===== config.mk =====
export PLATFORM = sky130hd
export DESIGN_NAME = ivec_mul_lanes_flat
export DESIGN_NICKNAME = d
export VERILOG_FILES = /design/src/hw/ivec_isa_pkg.sv /design/src/hw/ivec_pipe_pkg.sv /design/src/hw/ivec_stage_if.sv /design/src/hw/ivec_lane_if.sv /design/src/hw/ivec_mul_lanes.sv /design/src/flat_wrapper.sv
export SDC_FILE = /design/constraint.sdc
export NUM_CORES = 2
export LEC_CHECK = 0
export BUFFER_PORTS_ARGS = -buffer_cell sky130_fd_sc_hd__buf_4
export CAP_MARGIN = 25
export CORE_UTILIZATION = 54
export CTS_CLUSTER_SIZE = 16
export DETAILED_ROUTE_END_ITERATION = 10
export MAX_ROUTING_LAYER = met4
export PLACE_DENSITY_LB_ADDON = 0.12
export SLEW_MARGIN = 20
export SYNTH_ARGS = -nofsm -noshare
export SYNTH_HDL_FRONTEND = slang
export SYNTH_SLANG_ARGS = --single-unit

===== constraint.sdc =====
create_clock -name clk -period 8.05 [get_ports clk]
set_input_delay 0.805 -clock clk [delete_from_list [all_inputs] [get_ports clk]]
set_output_delay 0.805 -clock clk [all_outputs]
set_load 0.005 [all_outputs]

===== src/hw/ivec_isa_pkg.sv =====
// Packed-SIMD integer unit, instruction set definitions
// Holds the opcode encoding of the eight packed operations and the
// operand types that the datapaths slice into halfwords and bytes
package ivec_isa_pkg;

    // Full operand and result word
    typedef logic [31:0] word_t;

    // One halfword lane of a packed operand
    typedef logic [15:0] half_t;

    // One byte lane of a packed operand
    typedef logic [7:0] byte_t;

    // Opcode encoding of the packed operations
    // Bit pattern matches the existing core decoder, so the values are fixed
    typedef enum logic [2:0] {
        // Low halves of the two signed halfword products
        MUL_LO  = 3'd0,
        // High halves of the two signed halfword products
        MUL_HI  = 3'd1,
        // Sum of both halfword products
        MUL_DOT = 3'd2,
        // Unsigned sum of absolute byte differences
        SAD8    = 3'd3,
        // Low half of a over low half of b
        PACK_H  = 3'd4,
        // Unsigned sum of absolute halfword differences
        SAD16   = 3'd5,
        // Byte permute of a under control of b
        PERM_B  = 3'd6,
        // Low byte of a over low byte of b, upper half zero
        PACK_B  = 3'd7
    } ivec_opcode_e;

endpackage


===== src/hw/ivec_pipe_pkg.sv =====
// Packed-SIMD integer unit, pipeline definitions
// Names the two datapaths, maps each opcode to the datapath that owns it
// and defines the tag that travels with an operation to the consumer
package ivec_pipe_pkg;

    import ivec_isa_pkg::*;

    // Datapath that executes an opcode
    typedef enum logic {
        CLASS_MUL = 1'b0,
        CLASS_SAD = 1'b1
    } ivec_class_e;

    // Operation tag chosen by the issuer and returned with the result
    typedef logic [3:0] tag_t;

    // The three multiply opcodes go to the multiply datapath
    // Everything else is handled by the difference and permute datapath
    function automatic ivec_class_e ivec_class_of(ivec_opcode_e opcode);
        case (opcode)
            MUL_LO, MUL_HI, MUL_DOT: return CLASS_MUL;
            default: return CLASS_SAD;
        endcase
    endfunction

endpackage


===== src/hw/ivec_stage_if.sv =====
// Packed-SIMD integer unit, issue stage bundle
// Carries one issued operation from the top level to both datapaths
// Both datapaths see every operation and decode their own class
`timescale 1ns/100ps

interface ivec_stage_if import ivec_isa_pkg::*, ivec_pipe_pkg::*; ();

    // Operation is present this cycle
    logic         valid;
    ivec_opcode_e opcode;
    // Packed source operands
    word_t        a;
    word_t        b;
    tag_t         tag;

    // Driven by the issue side of the unit
    modport issuer (
        output valid, opcode, a, b, tag
    );

    // Read by each datapath
    modport lane (
        input valid, opcode, a, b, tag
    );

endinterface


===== src/hw/ivec_lane_if.sv =====
// Packed-SIMD integer unit, datapath result bundle
// Carries one finished result and its tag from a datapath to the queue
`timescale 1ns/100ps

interface ivec_lane_if import ivec_isa_pkg::*, ivec_pipe_pkg::*; ();

    // High for one cycle per finished operation
    logic  valid;
    word_t data;
    tag_t  tag;

    // Datapath side
    modport source (
        output valid, data, tag
    );

    // Result queue side
    modport sink (
        input valid, data, tag
    );

endinterface


===== src/hw/ivec_mul_lanes.sv =====
// Packed-SIMD integer unit, multiply datapath
// Two-stage signed 16x16 halfword multiplier for MUL_LO, MUL_HI and MUL_DOT
// Stage one forms both halfword products, stage two picks the halves
// or adds the products and drives the lane
`timescale 1ns/100ps

module ivec_mul_lanes import ivec_isa_pkg::*, ivec_pipe_pkg::*; (
    input  logic clk,
    input  logic reset,
    ivec_stage_if.lane   stage,
    ivec_lane_if.source  lane
);

    // Halfword slices of the issued operands
    half_t a_lo;
    half_t a_hi;
    half_t b_lo;
    half_t b_hi;
    logic  is_mul;

    // Full 32-bit signed products of each halfword pair
    logic signed [31:0] prod_lo;
    logic signed [31:0] prod_hi;

    // Stage one registers
    logic               s1_valid;
    ivec_opcode_e       s1_opcode;
    tag_t               s1_tag;
    logic signed [31:0] s1_prod_lo;
    logic signed [31:0] s1_prod_hi;

    // Stage two result before the output register
    word_t mul_result;

    assign a_lo = stage.a[15:0];
    assign a_hi = stage.a[31:16];
    assign b_lo = stage.b[15:0];
    assign b_hi = stage.b[31:16];

    // Only take operations that belong to this datapath
    assign is_mul = stage.valid && (ivec_class_of(stage.opcode) == CLASS_MUL);

    // Both operands are sign extended to 32 bits before the multiply
    assign prod_lo = $signed(a_lo) * $signed(b_lo);
    assign prod_hi = $signed(a_hi) * $signed(b_hi);

    always_ff @(posedge clk) begin
        if (reset) begin
            s1_valid <= 1'b0;
        end else begin
            s1_valid <= is_mul;
        end
    end

    // Products, opcode and tag only load for multiply operations
    always_ff @(posedge clk) begin
        if (is_mul) begin
            s1_prod_lo <= prod_lo;
            s1_prod_hi <= prod_hi;
            s1_opcode  <= stage.opcode;
            s1_tag     <= stage.tag;
        end
    end

    // Upper halfword lane always lands in the upper half of the result
    always_comb begin
        case (s1_opcode)
            MUL_LO:  mul_result = {s1_prod_hi[15:0], s1_prod_lo[15:0]};
            MUL_HI:  mul_result = {s1_prod_hi[31:16], s1_prod_lo[31:16]};
            MUL_DOT: mul_result = word_t'(s1_prod_hi + s1_prod_lo);
            default: mul_result = '0;
        endcase
    end

    always_ff @(posedge clk) begin
        if (reset) begin
            lane.valid <= 1'b0;
        end else begin
            lane.valid <= s1_valid;
        end
    end

    // Result payload follows the stage one valid
    always_ff @(posedge clk) begin
        if (s1_valid) begin
            lane.data <= mul_result;
            lane.tag  <= s1_tag;
        end
    end

endmodule


===== src/flat_wrapper.sv =====
// flat-port wrapper written by rule: the top's interface ports become plain ports
module ivec_mul_lanes_flat import ivec_isa_pkg::*, ivec_pipe_pkg::*;
  (clk, reset, stage_valid, stage_opcode, stage_a, stage_b, stage_tag, lane_valid, lane_data, lane_tag);
  ivec_stage_if stage_i ();
  ivec_lane_if lane_i ();
  input  logic clk;
  input  logic reset;
  input wire logic [$bits(stage_i.valid)-1:0] stage_valid;
  input wire logic [$bits(stage_i.opcode)-1:0] stage_opcode;
  input wire logic [$bits(stage_i.a)-1:0] stage_a;
  input wire logic [$bits(stage_i.b)-1:0] stage_b;
  input wire logic [$bits(stage_i.tag)-1:0] stage_tag;
  output wire logic [$bits(lane_i.valid)-1:0] lane_valid;
  output wire logic [$bits(lane_i.data)-1:0] lane_data;
  output wire logic [$bits(lane_i.tag)-1:0] lane_tag;
  assign stage_i.valid = stage_valid;
  assign stage_i.opcode = stage_opcode;
  assign stage_i.a = stage_a;
  assign stage_i.b = stage_b;
  assign stage_i.tag = stage_tag;
  assign lane_valid = lane_i.valid;
  assign lane_data = lane_i.data;
  assign lane_tag = lane_i.tag;
  ivec_mul_lanes u_core (.clk(clk), .reset(reset), .stage(stage_i), .lane(lane_i));
endmodule

==> impl_metrics.prom <==
# TYPE chip_impl_metric gauge
chip_impl_metric{name="crit_buf_inv",unit=""} 4
chip_impl_metric{name="synth.distinct_cells",unit=""} 73
chip_impl_info{name="start_kind",value="input port"} 1
chip_impl_info{name="cts_tree",value="yes"} 1
chip_impl_info{name="cpMostUsedCell",value="fa_1"} 1
chip_impl_metric{name="worst_slew_pin_slew",unit="ps"} 1000
chip_impl_metric{name="fp.dieArea",unit="um2"} 47800
chip_impl_metric{name="netlist_area",unit="um2"} 25400
chip_impl_metric{name="maxSlewHeadroom",unit="%"} 33.1
chip_impl_metric{name="cts.htree.levels",unit=""} 3
chip_impl_metric{name="setup_viol",unit=""} 0
chip_impl_metric{name="io_buffer_count",unit=""} 110
chip_impl_metric{name="final.period_utilization",unit="%"} 84.4
chip_impl_metric{name="synth.net_count",unit=""} 3451
chip_impl_info{name="critical-path-top-delay-family",value="adder cells"} 1
chip_impl_metric{name="grt-ovfl-total",unit=""} 0
chip_impl_info{name="hold_path.class",value="register to register"} 1
chip_impl_info{name="cts_root_buffer_type",value="clkbuf_16"} 1
chip_impl_metric{name="floorplan.initialDensity",unit="%"} 54.6
chip_impl_metric{name="post-place-ws",unit="ps"} 867
chip_impl_metric{name="ctsHoldBuffers",unit=""} 0
chip_impl_metric{name="design.core.area",unit="um2"} 46500
chip_impl_metric{name="finalHoldViolations",unit=""} 0
chip_impl_metric{name="clock_latency",unit="ps"} 380
chip_impl_metric{name="timing.final.ws_setup",unit="ps"} 1260
chip_impl_metric{name="layout-area-overhead-vs-synth",unit="%"} 6.47
chip_impl_metric{name="via_count_of_the_first_global_routing_pass",unit=""} 18800
chip_impl_metric{name="timing.final.crit_period",unit="ps"} 6790
chip_impl_metric{name="worst-endpoint-arrival",unit="ps"} 6910
chip_impl_metric{name="cts.sinks",unit=""} 109
chip_impl_metric{name="postRouteAntennaNets",unit=""} 0
chip_impl_metric{name="initial_antenna_violation_count",unit=""} 1
chip_impl_metric{name="postSynthRegisterBits",unit=""} 109
chip_impl_metric{name="post_synth_inst_count",unit=""} 2657
chip_impl_metric{name="synth.yosys.seq_area_share",unit="%"} 12.8
chip_impl_info{name="worstPathCellList",value="buf_4 -> nand2_1 -> inv_1 -> fa_1 -> fa_1 -> fa_1 -> fa_1 -> fa_1 -> inv_1 -> fa_1 -> inv_1 -> ha_1 -> a21oi_1 -> o21ai_1 -> a21o_1 -> a21oi_1 -> o21ai_0 -> or4b_4 -> a2111oi_2 -> nor3b_1"} 1
chip_impl_metric{name="maxClockFrequency",unit="GHz"} 0.147
chip_impl_metric{name="via_count",unit=""} 18100
chip_impl_metric{name="die-width",unit="um"} 219
chip_impl_metric{name="yosys_warnings",unit=""} 0
chip_impl_metric{name="postCtsSetupBuffers",unit=""} 0
chip_impl_metric{name="clock-skew-final",unit="ps"} 14.7
chip_impl_metric{name="placement_rows",unit=""} 79
chip_impl_metric{name="routedWlPerCell",unit="um"} 17.6
chip_impl_metric{name="clock_path_buffers",unit=""} 2
chip_impl_metric{name="final_routed_wirelength_across_all_metal_layers",unit="um"} 58300
chip_impl_metric{name="grt_pass1_wl",unit="um"} 96800
chip_impl_metric{name="detail_route.first_pass.iterations",unit=""} 8
chip_impl_metric{name="critPathMaxStageDelay",unit="ps"} 900
chip_impl_metric{name="post_cts_resize_count",unit=""} 0
chip_impl_metric{name="required",unit="ps"} 8170
chip_impl_metric{name="dieHeight",unit="um"} 219
chip_impl_info{name="grt_setup_unrepaired",value="no"} 1
chip_impl_info{name="critPathCaptureType",value="register"} 1
chip_impl_metric{name="grt_start_max_net_pins",unit=""} 73
chip_impl_metric{name="synth_async_reset_ratio",unit="%"} 0
chip_impl_metric{name="crit_fanout",unit=""} 16
chip_impl_info{name="critical_path_class",value="input port to register"} 1
chip_impl_metric{name="overall_routing_resource_usage",unit="%"} 26.8
chip_impl_info{name="critPathSlowestCell",value="fa_1"} 1
chip_impl_metric{name="layout.filler_cells",unit=""} 4187
chip_impl_metric{name="ratio_of_cells_with_drive_above_1_in_the_final_layout",unit="%"} 5.51
chip_impl_info{name="outcome",value="finished clean"} 1
chip_impl_metric{name="finalWeightedCongestion",unit=""} 0.936
chip_impl_metric{name="design.final.nets",unit=""} 3491
chip_impl_metric{name="detail_route.drc_violations",unit=""} 0
chip_impl_info{name="synth_top_flop_cell",value="edfxtp_1"} 1
chip_impl_metric{name="cts_buffers",unit=""} 9
chip_impl_metric{name="io_pins",unit=""} 111
chip_impl_metric{name="edff_count_synth",unit=""} 107
chip_impl_metric{name="syn-mean-instance-area",unit="um2"} 9.55
chip_impl_metric{name="cap_viol_max_count",unit=""} 0
chip_impl_metric{name="drt_iter0_drc",unit=""} 1304
chip_impl_metric{name="fin_setup_tns",unit="ps"} 0
chip_impl_metric{name="cts.reportedPaths.clkPinSlew",unit="ps"} 70
chip_impl_metric{name="report.final.slew_viol_count",unit=""} 0
chip_impl_metric{name="vias_per_cell",unit=""} 5.48
chip_impl_metric{name="dp_wirelength",unit="um"} 48900
[Yosys cell counts (all sizes together) (15+ instances only)]
library cell	number	share of area (%)
a21o	24	0.71
nand3	18	0.36
and2	251	6.2
edfxtp	107	13
nand2	284	4.2
inv	599	8.9
a21oi	99	2.0
clkbuf	75	1.1
nor2	97	1.4
fa	525	41
xnor2	72	2.5
ha	195	9.6
nor3	21	0.41
o21ai	45	0.90
mux2i	15	0.59
xor2	25	0.86
nand2b	15	0.37
[worst paths after layout]
kind / cells after the start / end / start / slack [ps]
max: 20 / u_core.s1_prod_hi[31] / stage_b[17] / 1260
min: 0 / u_core.lane.tag[1] / u_core.s1_tag[1] / 420
max reg2reg: 9 / u_core.lane.data[29] / u_core.s1_prod_hi[8] / 4270
min reg2reg: 0 / u_core.lane.tag[1] / u_core.s1_tag[1] / 420
[area by class of cell]
type	instances	area, um2	area share [%]
antenna	1	2.50	0.00927
tap	607	759	2.81
clock inverter	7	103	0.380
inverter	600	2250	8.34
multi-input combinational	1862	19500	72.4
timing repair buffer	115	863	3.20
sequential	109	3250	12.1
clock buffer	9	225	0.834
[cell families after synthesis]
logic type                 after synthesis  share of synthesized area [%]
muxes                                   15                          0.592
DFF                                    109                           12.8
buffers and inverters                  686                           10.2
AOI/OAI and AO/OA                      284                           7.38
xor gates and xnor gates                97                           3.35
adders and majority gates              720                           51.1
and+or+nand+nor                        746                           14.6
[through the flow]
stage                     cell area [um2]  std cells  util [%]  hold WS, ps
after floorplan                     25400       2657         -          400
after global placement              26700       3293      57.4          404
after detailed placement            26700       3293      57.4          407
after CTS                           27000       3309      58.1          425
after global routing                27000       3310      58.1          437
final                               27000       3310      58.1          424
[flip-flops by register name, indices dropped and copies added, names as in the netlist]
register,flops
u_core.lane.data,32
u_core.lane.tag,4
u_core.lane.valid,1
u_core.s1_opcode,3
u_core.s1_prod_hi,32
u_core.s1_prod_lo,32
u_core.s1_tag,4
u_core.s1_valid,1
[per-layer routing]
metal | global-route usage, % | vias to the layer above | part of all wire (%)
li1 | - | 8252 | -
met1 | 37.4 | 9353 | 44
met2 | 42.3 | 489 | 48
met3 | 3.77 | 52 | 6.1
met4 | 4.47 | 0 | 1.5
met5 | - | - | 0
[layout by cell type, fill, tap and decap left out, drive strengths merged, types with 18 or more instances in the layout]
master  synthesis  layout
nor2           97      97
fa            525     525
xnor2          72      72
xor2           25      25
a21o           24      24
inv           599     601
ha            195     195
a21oi          99      99
nand3          18      18
buf            11     115
edfxtp        107     107
and2          251     251
nor3           21      21
o21ai          45      45
nand2         284     284
Power is left out: the tool's default activity adds up to more than one toggle a clock period on the data nets, which glitch-free logic cannot reach.
