===== config.mk =====
export PLATFORM = sky130hd
export DESIGN_NAME = ivec_result_queue_flat
export DESIGN_NICKNAME = d
export VERILOG_FILES = /design/src/hw/ivec_isa_pkg.sv /design/src/hw/ivec_pipe_pkg.sv /design/src/hw/ivec_lane_if.sv /design/src/hw/ivec_result_queue.sv /design/src/flat_wrapper.sv
export SDC_FILE = /design/constraint.sdc
export NUM_CORES = 1
export LEC_CHECK = 0
export ABC_AREA = 1
export BUFFER_PORTS_ARGS = -buffer_cell sky130_fd_sc_hd__buf_2
export CELL_PAD_IN_SITES_DETAIL_PLACEMENT = 0
export CELL_PAD_IN_SITES_GLOBAL_PLACEMENT = 2
export CORE_MARGIN = 4
export CORE_UTILIZATION = 35
export CTS_CLUSTER_SIZE = 20
export DETAILED_ROUTE_END_ITERATION = 7
export GPL_ROUTABILITY_DRIVEN = 1
export GPL_TIMING_DRIVEN = 1
export PLACE_DENSITY_LB_ADDON = 0.2
export RECOVER_POWER = 100
export SLEW_MARGIN = 20
export SYNTH_ARGS = -nofsm -noshare
export SYNTH_HDL_FRONTEND = slang
export SYNTH_SLANG_ARGS = --single-unit

===== constraint.sdc =====
create_clock -name clk -period 2.7 [get_ports clk]
set_input_delay 0.54 -clock clk [delete_from_list [all_inputs] [get_ports clk]]
set_output_delay 0.54 -clock clk [all_outputs]
set_load 0.05 [all_outputs]

===== src/hw/ivec_isa_pkg.sv =====
// Packed-SIMD integer unit, instruction set definitions
// Holds the opcode encoding of the eight packed operations and the
// operand types that the datapaths slice into halfwords and bytes
package ivec_isa_pkg;

    // Full operand and result word
    typedef logic [31:0] word_t;

    // One halfword lane of a packed operand
    typedef logic [15:0] half_t;

    // One byte lane of a packed operand
    typedef logic [7:0] byte_t;

    // Opcode encoding of the packed operations
    // Bit pattern matches the existing core decoder, so the values are fixed
    typedef enum logic [2:0] {
        // Low halves of the two signed halfword products
        MUL_LO  = 3'd0,
        // High halves of the two signed halfword products
        MUL_HI  = 3'd1,
        // Sum of both halfword products
        MUL_DOT = 3'd2,
        // Unsigned sum of absolute byte differences
        SAD8    = 3'd3,
        // Low half of a over low half of b
        PACK_H  = 3'd4,
        // Unsigned sum of absolute halfword differences
        SAD16   = 3'd5,
        // Byte permute of a under control of b
        PERM_B  = 3'd6,
        // Low byte of a over low byte of b, upper half zero
        PACK_B  = 3'd7
    } ivec_opcode_e;

endpackage


===== src/hw/ivec_pipe_pkg.sv =====
// Packed-SIMD integer unit, pipeline definitions
// Names the two datapaths, maps each opcode to the datapath that owns it
// and defines the tag that travels with an operation to the consumer
package ivec_pipe_pkg;

    import ivec_isa_pkg::*;

    // Datapath that executes an opcode
    typedef enum logic {
        CLASS_MUL = 1'b0,
        CLASS_SAD = 1'b1
    } ivec_class_e;

    // Operation tag chosen by the issuer and returned with the result
    typedef logic [3:0] tag_t;

    // The three multiply opcodes go to the multiply datapath
    // Everything else is handled by the difference and permute datapath
    function automatic ivec_class_e ivec_class_of(ivec_opcode_e opcode);
        case (opcode)
            MUL_LO, MUL_HI, MUL_DOT: return CLASS_MUL;
            default: return CLASS_SAD;
        endcase
    endfunction

endpackage


===== src/hw/ivec_lane_if.sv =====
// Packed-SIMD integer unit, datapath result bundle
// Carries one finished result and its tag from a datapath to the queue
`timescale 1ns/100ps

interface ivec_lane_if import ivec_isa_pkg::*, ivec_pipe_pkg::*; ();

    // High for one cycle per finished operation
    logic  valid;
    word_t data;
    tag_t  tag;

    // Datapath side
    modport source (
        output valid, data, tag
    );

    // Result queue side
    modport sink (
        input valid, data, tag
    );

endinterface


===== src/hw/ivec_result_queue.sv =====
// Packed-SIMD integer unit, result queue
// Merges the two datapath lanes into one in-order circular FIFO,
// pops an entry whenever an output credit is held, and returns one
// issue credit to the issuer for every entry that leaves
`timescale 1ns/100ps

module ivec_result_queue import ivec_isa_pkg::*, ivec_pipe_pkg::*; #(
    parameter int RESULT_DEPTH = 4,
    parameter int OUT_CREDITS  = 2
) (
    input  logic  clk,
    input  logic  reset,
    ivec_lane_if.sink mul_lane,
    ivec_lane_if.sink sad_lane,
    output logic  result_valid,
    output word_t result_data,
    output tag_t  result_tag,
    input  logic  result_credit,
    output logic  issue_credit
);

    localparam int PTR_W  = (RESULT_DEPTH > 1) ? $clog2(RESULT_DEPTH) : 1;
    localparam int CNT_W  = $clog2(RESULT_DEPTH + 1);
    // One spare bit so early credit returns cannot wrap the counter
    localparam int CRED_W = $clog2(OUT_CREDITS + 1) + 1;

    word_t data_mem [RESULT_DEPTH];
    tag_t  tag_mem  [RESULT_DEPTH];

    logic [PTR_W-1:0]  wr_ptr;
    logic [PTR_W-1:0]  rd_ptr;
    logic [CNT_W-1:0]  count;
    logic [CRED_W-1:0] out_credits;

    logic  push;
    logic  pop;
    word_t push_data;
    tag_t  push_tag;

    // Pointer advance with wrap at the last entry, depth need not be a power of two
    function automatic logic [PTR_W-1:0] next_ptr(logic [PTR_W-1:0] ptr);
        if (ptr == PTR_W'(RESULT_DEPTH - 1)) begin
            return '0;
        end
        return ptr + 1'b1;
    endfunction

    // The datapaths never finish in the same cycle, so a plain mux merges them
    assign push      = mul_lane.valid || sad_lane.valid;
    assign push_data = mul_lane.valid ? mul_lane.data : sad_lane.data;
    assign push_tag  = mul_lane.valid ? mul_lane.tag : sad_lane.tag;

    // An entry leaves only while the consumer has room for it
    assign pop = (count != '0) && (out_credits != '0);

    always_ff @(posedge clk) begin
        if (push) begin
            data_mem[wr_ptr] <= push_data;
            tag_mem[wr_ptr]  <= push_tag;
        end
    end

    always_ff @(posedge clk) begin
        if (reset) begin
            wr_ptr <= '0;
            rd_ptr <= '0;
            count  <= '0;
        end else begin
            if (push) begin
                wr_ptr <= next_ptr(wr_ptr);
            end
            if (pop) begin
                rd_ptr <= next_ptr(rd_ptr);
            end
            case ({push, pop})
                2'b10:   count <= count + 1'b1;
                2'b01:   count <= count - 1'b1;
                default: count <= count;
            endcase
        end
    end

    // Consumer returns one credit per pulse, each pop spends one
    always_ff @(posedge clk) begin
        if (reset) begin
            out_credits <= CRED_W'(OUT_CREDITS);
        end else begin
            case ({result_credit, pop})
                2'b10:   out_credits <= out_credits + 1'b1;
                2'b01:   out_credits <= out_credits - 1'b1;
                default: out_credits <= out_credits;
            endcase
        end
    end

    // The freed entry goes back to the issuer in the same cycle as the result
    always_ff @(posedge clk) begin
        if (reset) begin
            result_valid <= 1'b0;
            issue_credit <= 1'b0;
        end else begin
            result_valid <= pop;
            issue_credit <= pop;
        end
    end

    always_ff @(posedge clk) begin
        if (pop) begin
            result_data <= data_mem[rd_ptr];
            result_tag  <= tag_mem[rd_ptr];
        end
    end

endmodule


===== src/flat_wrapper.sv =====
// flat-port wrapper written by rule: the top's interface ports become plain ports
module ivec_result_queue_flat import ivec_isa_pkg::*, ivec_pipe_pkg::*;
#(
    parameter int RESULT_DEPTH = 4,
    parameter int OUT_CREDITS  = 2
)
  (clk, reset, result_valid, result_data, result_tag, result_credit, issue_credit, mul_lane_valid, mul_lane_data, mul_lane_tag, sad_lane_valid, sad_lane_data, sad_lane_tag);
  ivec_lane_if mul_lane_i ();
  ivec_lane_if sad_lane_i ();
  input  logic clk;
  input  logic reset;
  output logic result_valid;
  output word_t result_data;
  output tag_t result_tag;
  input  logic result_credit;
  output logic issue_credit;
  input wire logic [$bits(mul_lane_i.valid)-1:0] mul_lane_valid;
  input wire logic [$bits(mul_lane_i.data)-1:0] mul_lane_data;
  input wire logic [$bits(mul_lane_i.tag)-1:0] mul_lane_tag;
  input wire logic [$bits(sad_lane_i.valid)-1:0] sad_lane_valid;
  input wire logic [$bits(sad_lane_i.data)-1:0] sad_lane_data;
  input wire logic [$bits(sad_lane_i.tag)-1:0] sad_lane_tag;
  assign mul_lane_i.valid = mul_lane_valid;
  assign mul_lane_i.data = mul_lane_data;
  assign mul_lane_i.tag = mul_lane_tag;
  assign sad_lane_i.valid = sad_lane_valid;
  assign sad_lane_i.data = sad_lane_data;
  assign sad_lane_i.tag = sad_lane_tag;
  ivec_result_queue #(.RESULT_DEPTH(RESULT_DEPTH), .OUT_CREDITS(OUT_CREDITS)) u_core (.clk(clk), .reset(reset), .mul_lane(mul_lane_i), .sad_lane(sad_lane_i), .result_valid(result_valid), .result_data(result_data), .result_tag(result_tag), .result_credit(result_credit), .issue_credit(issue_credit));
endmodule

==> impl_summary.log <==
[metrics] H-tree Lvls: 4
[metrics] leakage power: ~3.3 nW
[metrics] mean routed wirelength per cell: roughly 18 microns
[metrics] result of the run: completed
[metrics] Routed Wire Length: ~18,000 microns
[metrics] Overflow after GRT: 0
[metrics] max-slew headroom at the worst pin: 2.94%
[metrics] delay of the slowest cell on the worst path: a little under 800 ps
[metrics] largest area contributor in the netlist: sky130_fd_sc_hd__edfxtp_1
[metrics] RSZ-0062 raised after global routing: false
[metrics] floorplan die area: around 24,000 sq um
[metrics] kind of end point of the critical path: register
[metrics] critical path fanouts, max: 13
[metrics] Period minus WS final: about 2200 ps
[metrics] instance count of the mapped netlist: 590
[metrics] GPL Wtd Cong: 0.730
[metrics] part of the Yosys area used for sequential elements: between 70% and 80%
[metrics] count of antenna-violating nets left after detailed routing: 0
[metrics] setup-violating endpoint count in the final report: 0
[metrics] Port Buf Inserts: 114
[metrics] TritonCTS Sinks: roughly 190
[metrics] per-cell via count in the routed design: around 4.9
[metrics] fraction of synthesized cell area taken by the top area cell type: between 70% and 80%
[metrics] worst-skew pair later-pin latency: ~430 ps
[metrics] number of DRC violations after detailed routing: 0
[metrics] buffer type at the clock tree root: sky130_fd_sc_hd__clkbuf_16
[metrics] initial standard-cell utilization of the core: 35.7%
[metrics] Setup Total Neg Slack: 0 ps
[metrics] Synth-to-Final Area Change: 17.4%
[metrics] Detail Route met2 WL: a little over 9000 microns
[metrics] TritonCTS clock tree: done
[metrics] number of distinct standard cells referenced by the synthesized netlist: 22
[metrics] routed vias: a little under 5,000
[metrics] initial drt markers: 290
[metrics] Worst-Margin Slew: approximately 1500 ps
[metrics] synthesized flop and latch total: 191
[metrics] post-CTS resize count: 0
[metrics] met3 routed WL: between 1000 and 1500 microns
[metrics] DRT met1 WL: between 7000 and 8000 microns
[metrics] Netlist Area Pre-Place: 7530 sq um
[metrics] final worst clock skew: 7.24 ps
[metrics] die outline height: between 150 and 200 microns
[metrics] number of buffer and inverter instances along the worst setup path: 3
[metrics] number of placement rows: 53
[metrics] Core Util, Final: 41.9%
[metrics] Die Span X: 155 microns
[metrics] core footprint: approximately 21,000 sq um
[metrics] start-to-end type of the worst setup path: register to register
[metrics] antenna cells: 0
[metrics] Synth Area per Inst: 12.8 sq um
[metrics] cts bufs inserted: 17
[metrics] max_cap viols: 0
[metrics] clock-pin slew on the worst setup and hold paths: around 70 ps
[metrics] data arrival at the endpoint of the critical path: roughly 2300 ps
[metrics] post-CTS setup buffers: 0
[metrics] maximum clock frequency: approximately 450 MHz
[metrics] cell-by-cell trace of the critical path: inv_1, ha_1, inv_1, nor2_1, clkbuf_1
[metrics] ratio of cells with drive above 1 in the final layout: between 10% and 20%
[metrics] Most common cell on crit path: sky130_fd_sc_hd__inv_1
[metrics] maximum root-to-sink buffer count: 2
[metrics] dominant delay contributor by cell family on the critical path: buffers and inverters
[metrics] hold-fix buffers at CTS: 0
[metrics] post-route fraction of the period consumed by the critical path: 83.2%
[metrics] combined global-route utilization of all metal layers: 15.2%
[metrics] number of nets in the final layout: between 700 and 800
[metrics] final standard cell area without fillers: 8840 sq um
[metrics] data required time of the critical path: 2750 ps
[metrics] number of max-slew violations in the final report: 0
[metrics] largest net degree at the start of global routing: 73
[metrics] first-pass GRT wire length: approximately 28,000 microns
[metrics] vias in the first global route: ~4,900
[metrics] DP Wirelength: 11,200 microns
[metrics] maximum ir drop on the vdd rail: 524 uV
[metrics] post-synth net total: ~680
[metrics] Top-Level Pins: 115
[metrics] detailed-router iteration count before antenna repair: 7
[metrics] largest cells by area after synthesis: sky130_fd_sc_hd__edfxtp_1 72%, sky130_fd_sc_hd__nand2_1 5.9%, sky130_fd_sc_hd__nor2_1 4.0%, sky130_fd_sc_hd__o22ai_1 3.0%, sky130_fd_sc_hd__dfxtp_1 2.9%
[metrics] Power per Cell Area: 1110 nW/um^2
[metrics] library cell contributing the largest single delay on the critical path: sky130_fd_sc_hd__clkbuf_1
[metrics] final hold violations: 0
[metrics] YS warnings: 0
[metrics] cell area after placement: roughly 8400 sq um
[metrics] Min-Delay Path Class: primary input to register
[metrics] top routing layer in use: met4
[metrics] kind of launch point of the worst setup path: register
[metrics] initial antenna violation count: 0
[kinds of logic (layout without fill, tap and decap cells)]
kind of cell,after synthesis,after routing,synth area share (%)
AND/OR/NAND/NOR,212,212,10.8
flip-flops,191,191,74.7
AO/OA/AOI/OAI,121,121,8.64
buffers and inverters,57,189,4.18
adder cells (fa/ha/maj),9,9,1.69
[where the power goes]
part,internal [mW],switching (mW)
Combinational,0.640,2.52
Clock,1.29,1.11
Sequential,4.03,0.247
[through the flow]
stage	total power, mW	setup slack [ps]	instances	hold slack, ps
2_1_floorplan	6.81	146	590	422
3_3_place_gp	7.63	702	965	437
3_5_place_dp	7.69	648	965	460
4_1_cts	10.1	707	997	340
5_1_grt	10.4	339	997	351
6_report	9.84	454	997	347
[final cells by class]
type	count	area, sq um
fill	2039	12200
inverter	27	101
clock buffer	19	433
timing repair buffer	130	609
sequential	191	5630
tap	275	344
clock inverter	13	128
multi-input combinational	342	1600
[Yosys cell counts]
cell	number
sky130_fd_sc_hd__o21ai_0	40
sky130_fd_sc_hd__buf_2	8
sky130_fd_sc_hd__ha_1	7
sky130_fd_sc_hd__buf_6	8
sky130_fd_sc_hd__clkbuf_1	7
sky130_fd_sc_hd__dfxtp_1	11
sky130_fd_sc_hd__nand2_1	119
sky130_fd_sc_hd__o22ai_1	36
sky130_fd_sc_hd__nand3_1	6
sky130_fd_sc_hd__inv_1	24
sky130_fd_sc_hd__nor2_2	1
sky130_fd_sc_hd__nor2_1	81
sky130_fd_sc_hd__inv_2	2
sky130_fd_sc_hd__a21oi_1	8
sky130_fd_sc_hd__edfxtp_1	180
sky130_fd_sc_hd__nand4_1	2
sky130_fd_sc_hd__inv_6	1
sky130_fd_sc_hd__nor3_1	2
sky130_fd_sc_hd__buf_4	7
sky130_fd_sc_hd__fa_1	2
sky130_fd_sc_hd__or2_1	1
sky130_fd_sc_hd__o21ai_1	37
[state kept, by name, summed over array words and instances (netlist names)]
signal               count
u_core.count             3
u_core.out_credits       3
u_core.result_valid      1
u_core.rd_ptr            2
u_core.wr_ptr            2
u_core.tag_mem          16
u_core.data_mem        128
u_core.result_data      32
u_core.result_tag        4
[routing by layer]
layer,global-route usage [%],up-vias
met5,0,-
met4,4.12,0
met3,3.83,18
met2,26.4,148
met1,19.0,2340
li1,-,2332
[cell usage in the layout (no fill, tap or decap)]
| cell type | netlist | final |
|---|---|---|
| sky130_fd_sc_hd__edfxtp_1 | 180 | 180 |
| sky130_fd_sc_hd__nand2_1 | 119 | 119 |
| sky130_fd_sc_hd__nor2_1 | 81 | 80 |
| sky130_fd_sc_hd__buf_2 | 8 | 75 |
| sky130_fd_sc_hd__o21ai_0 | 40 | 69 |
| sky130_fd_sc_hd__clkbuf_1 | 7 | 47 |
| sky130_fd_sc_hd__o22ai_1 | 36 | 36 |
| sky130_fd_sc_hd__inv_1 | 24 | 25 |
| sky130_fd_sc_hd__clkbuf_16 | 0 | 17 |
| sky130_fd_sc_hd__dfxtp_1 | 11 | 9 |
| sky130_fd_sc_hd__o21ai_1 | 37 | 8 |
| sky130_fd_sc_hd__a21oi_1 | 8 | 8 |
| sky130_fd_sc_hd__ha_1 | 7 | 7 |
| sky130_fd_sc_hd__nand3_1 | 6 | 6 |
| sky130_fd_sc_hd__inv_6 | 1 | 6 |
| sky130_fd_sc_hd__buf_4 | 7 | 6 |
| sky130_fd_sc_hd__clkbuf_2 | 0 | 4 |
| sky130_fd_sc_hd__inv_2 | 2 | 2 |
| sky130_fd_sc_hd__nor3_1 | 2 | 2 |
| sky130_fd_sc_hd__nand4_1 | 2 | 2 |
| sky130_fd_sc_hd__fa_1 | 2 | 2 |
| sky130_fd_sc_hd__clkinvlp_4 | 0 | 2 |
| sky130_fd_sc_hd__clkinv_2 | 0 | 2 |
| sky130_fd_sc_hd__dfxtp_2 | 0 | 2 |
| sky130_fd_sc_hd__nor2_2 | 1 | 1 |
| sky130_fd_sc_hd__nor2_4 | 0 | 1 |
| sky130_fd_sc_hd__or2_1 | 1 | 1 |
| sky130_fd_sc_hd__inv_8 | 0 | 1 |
| sky130_fd_sc_hd__bufinv_16 | 0 | 1 |
| sky130_fd_sc_hd__clkinv_4 | 0 | 1 |
[worst paths after layout]
check                                                         from                                 end  slack [ps]  cells after the start
worst max-delay path                 u_core.wr_ptr[0]$_SDFFE_PP0P_     u_core.data_mem[0][3]$_DFFE_PP_         450                      5
worst min-delay path                                         reset      u_core.result_valid$_SDFF_PP0_         350                      2
worst max register to register       u_core.wr_ptr[0]$_SDFFE_PP0P_     u_core.data_mem[0][3]$_DFFE_PP_         450                      5
worst min register to register  u_core.out_credits[0]$_SDFFE_PP0P_  u_core.out_credits[0]$_SDFFE_PP0P_         470                      1
Power figures use the tool's default switching activity.
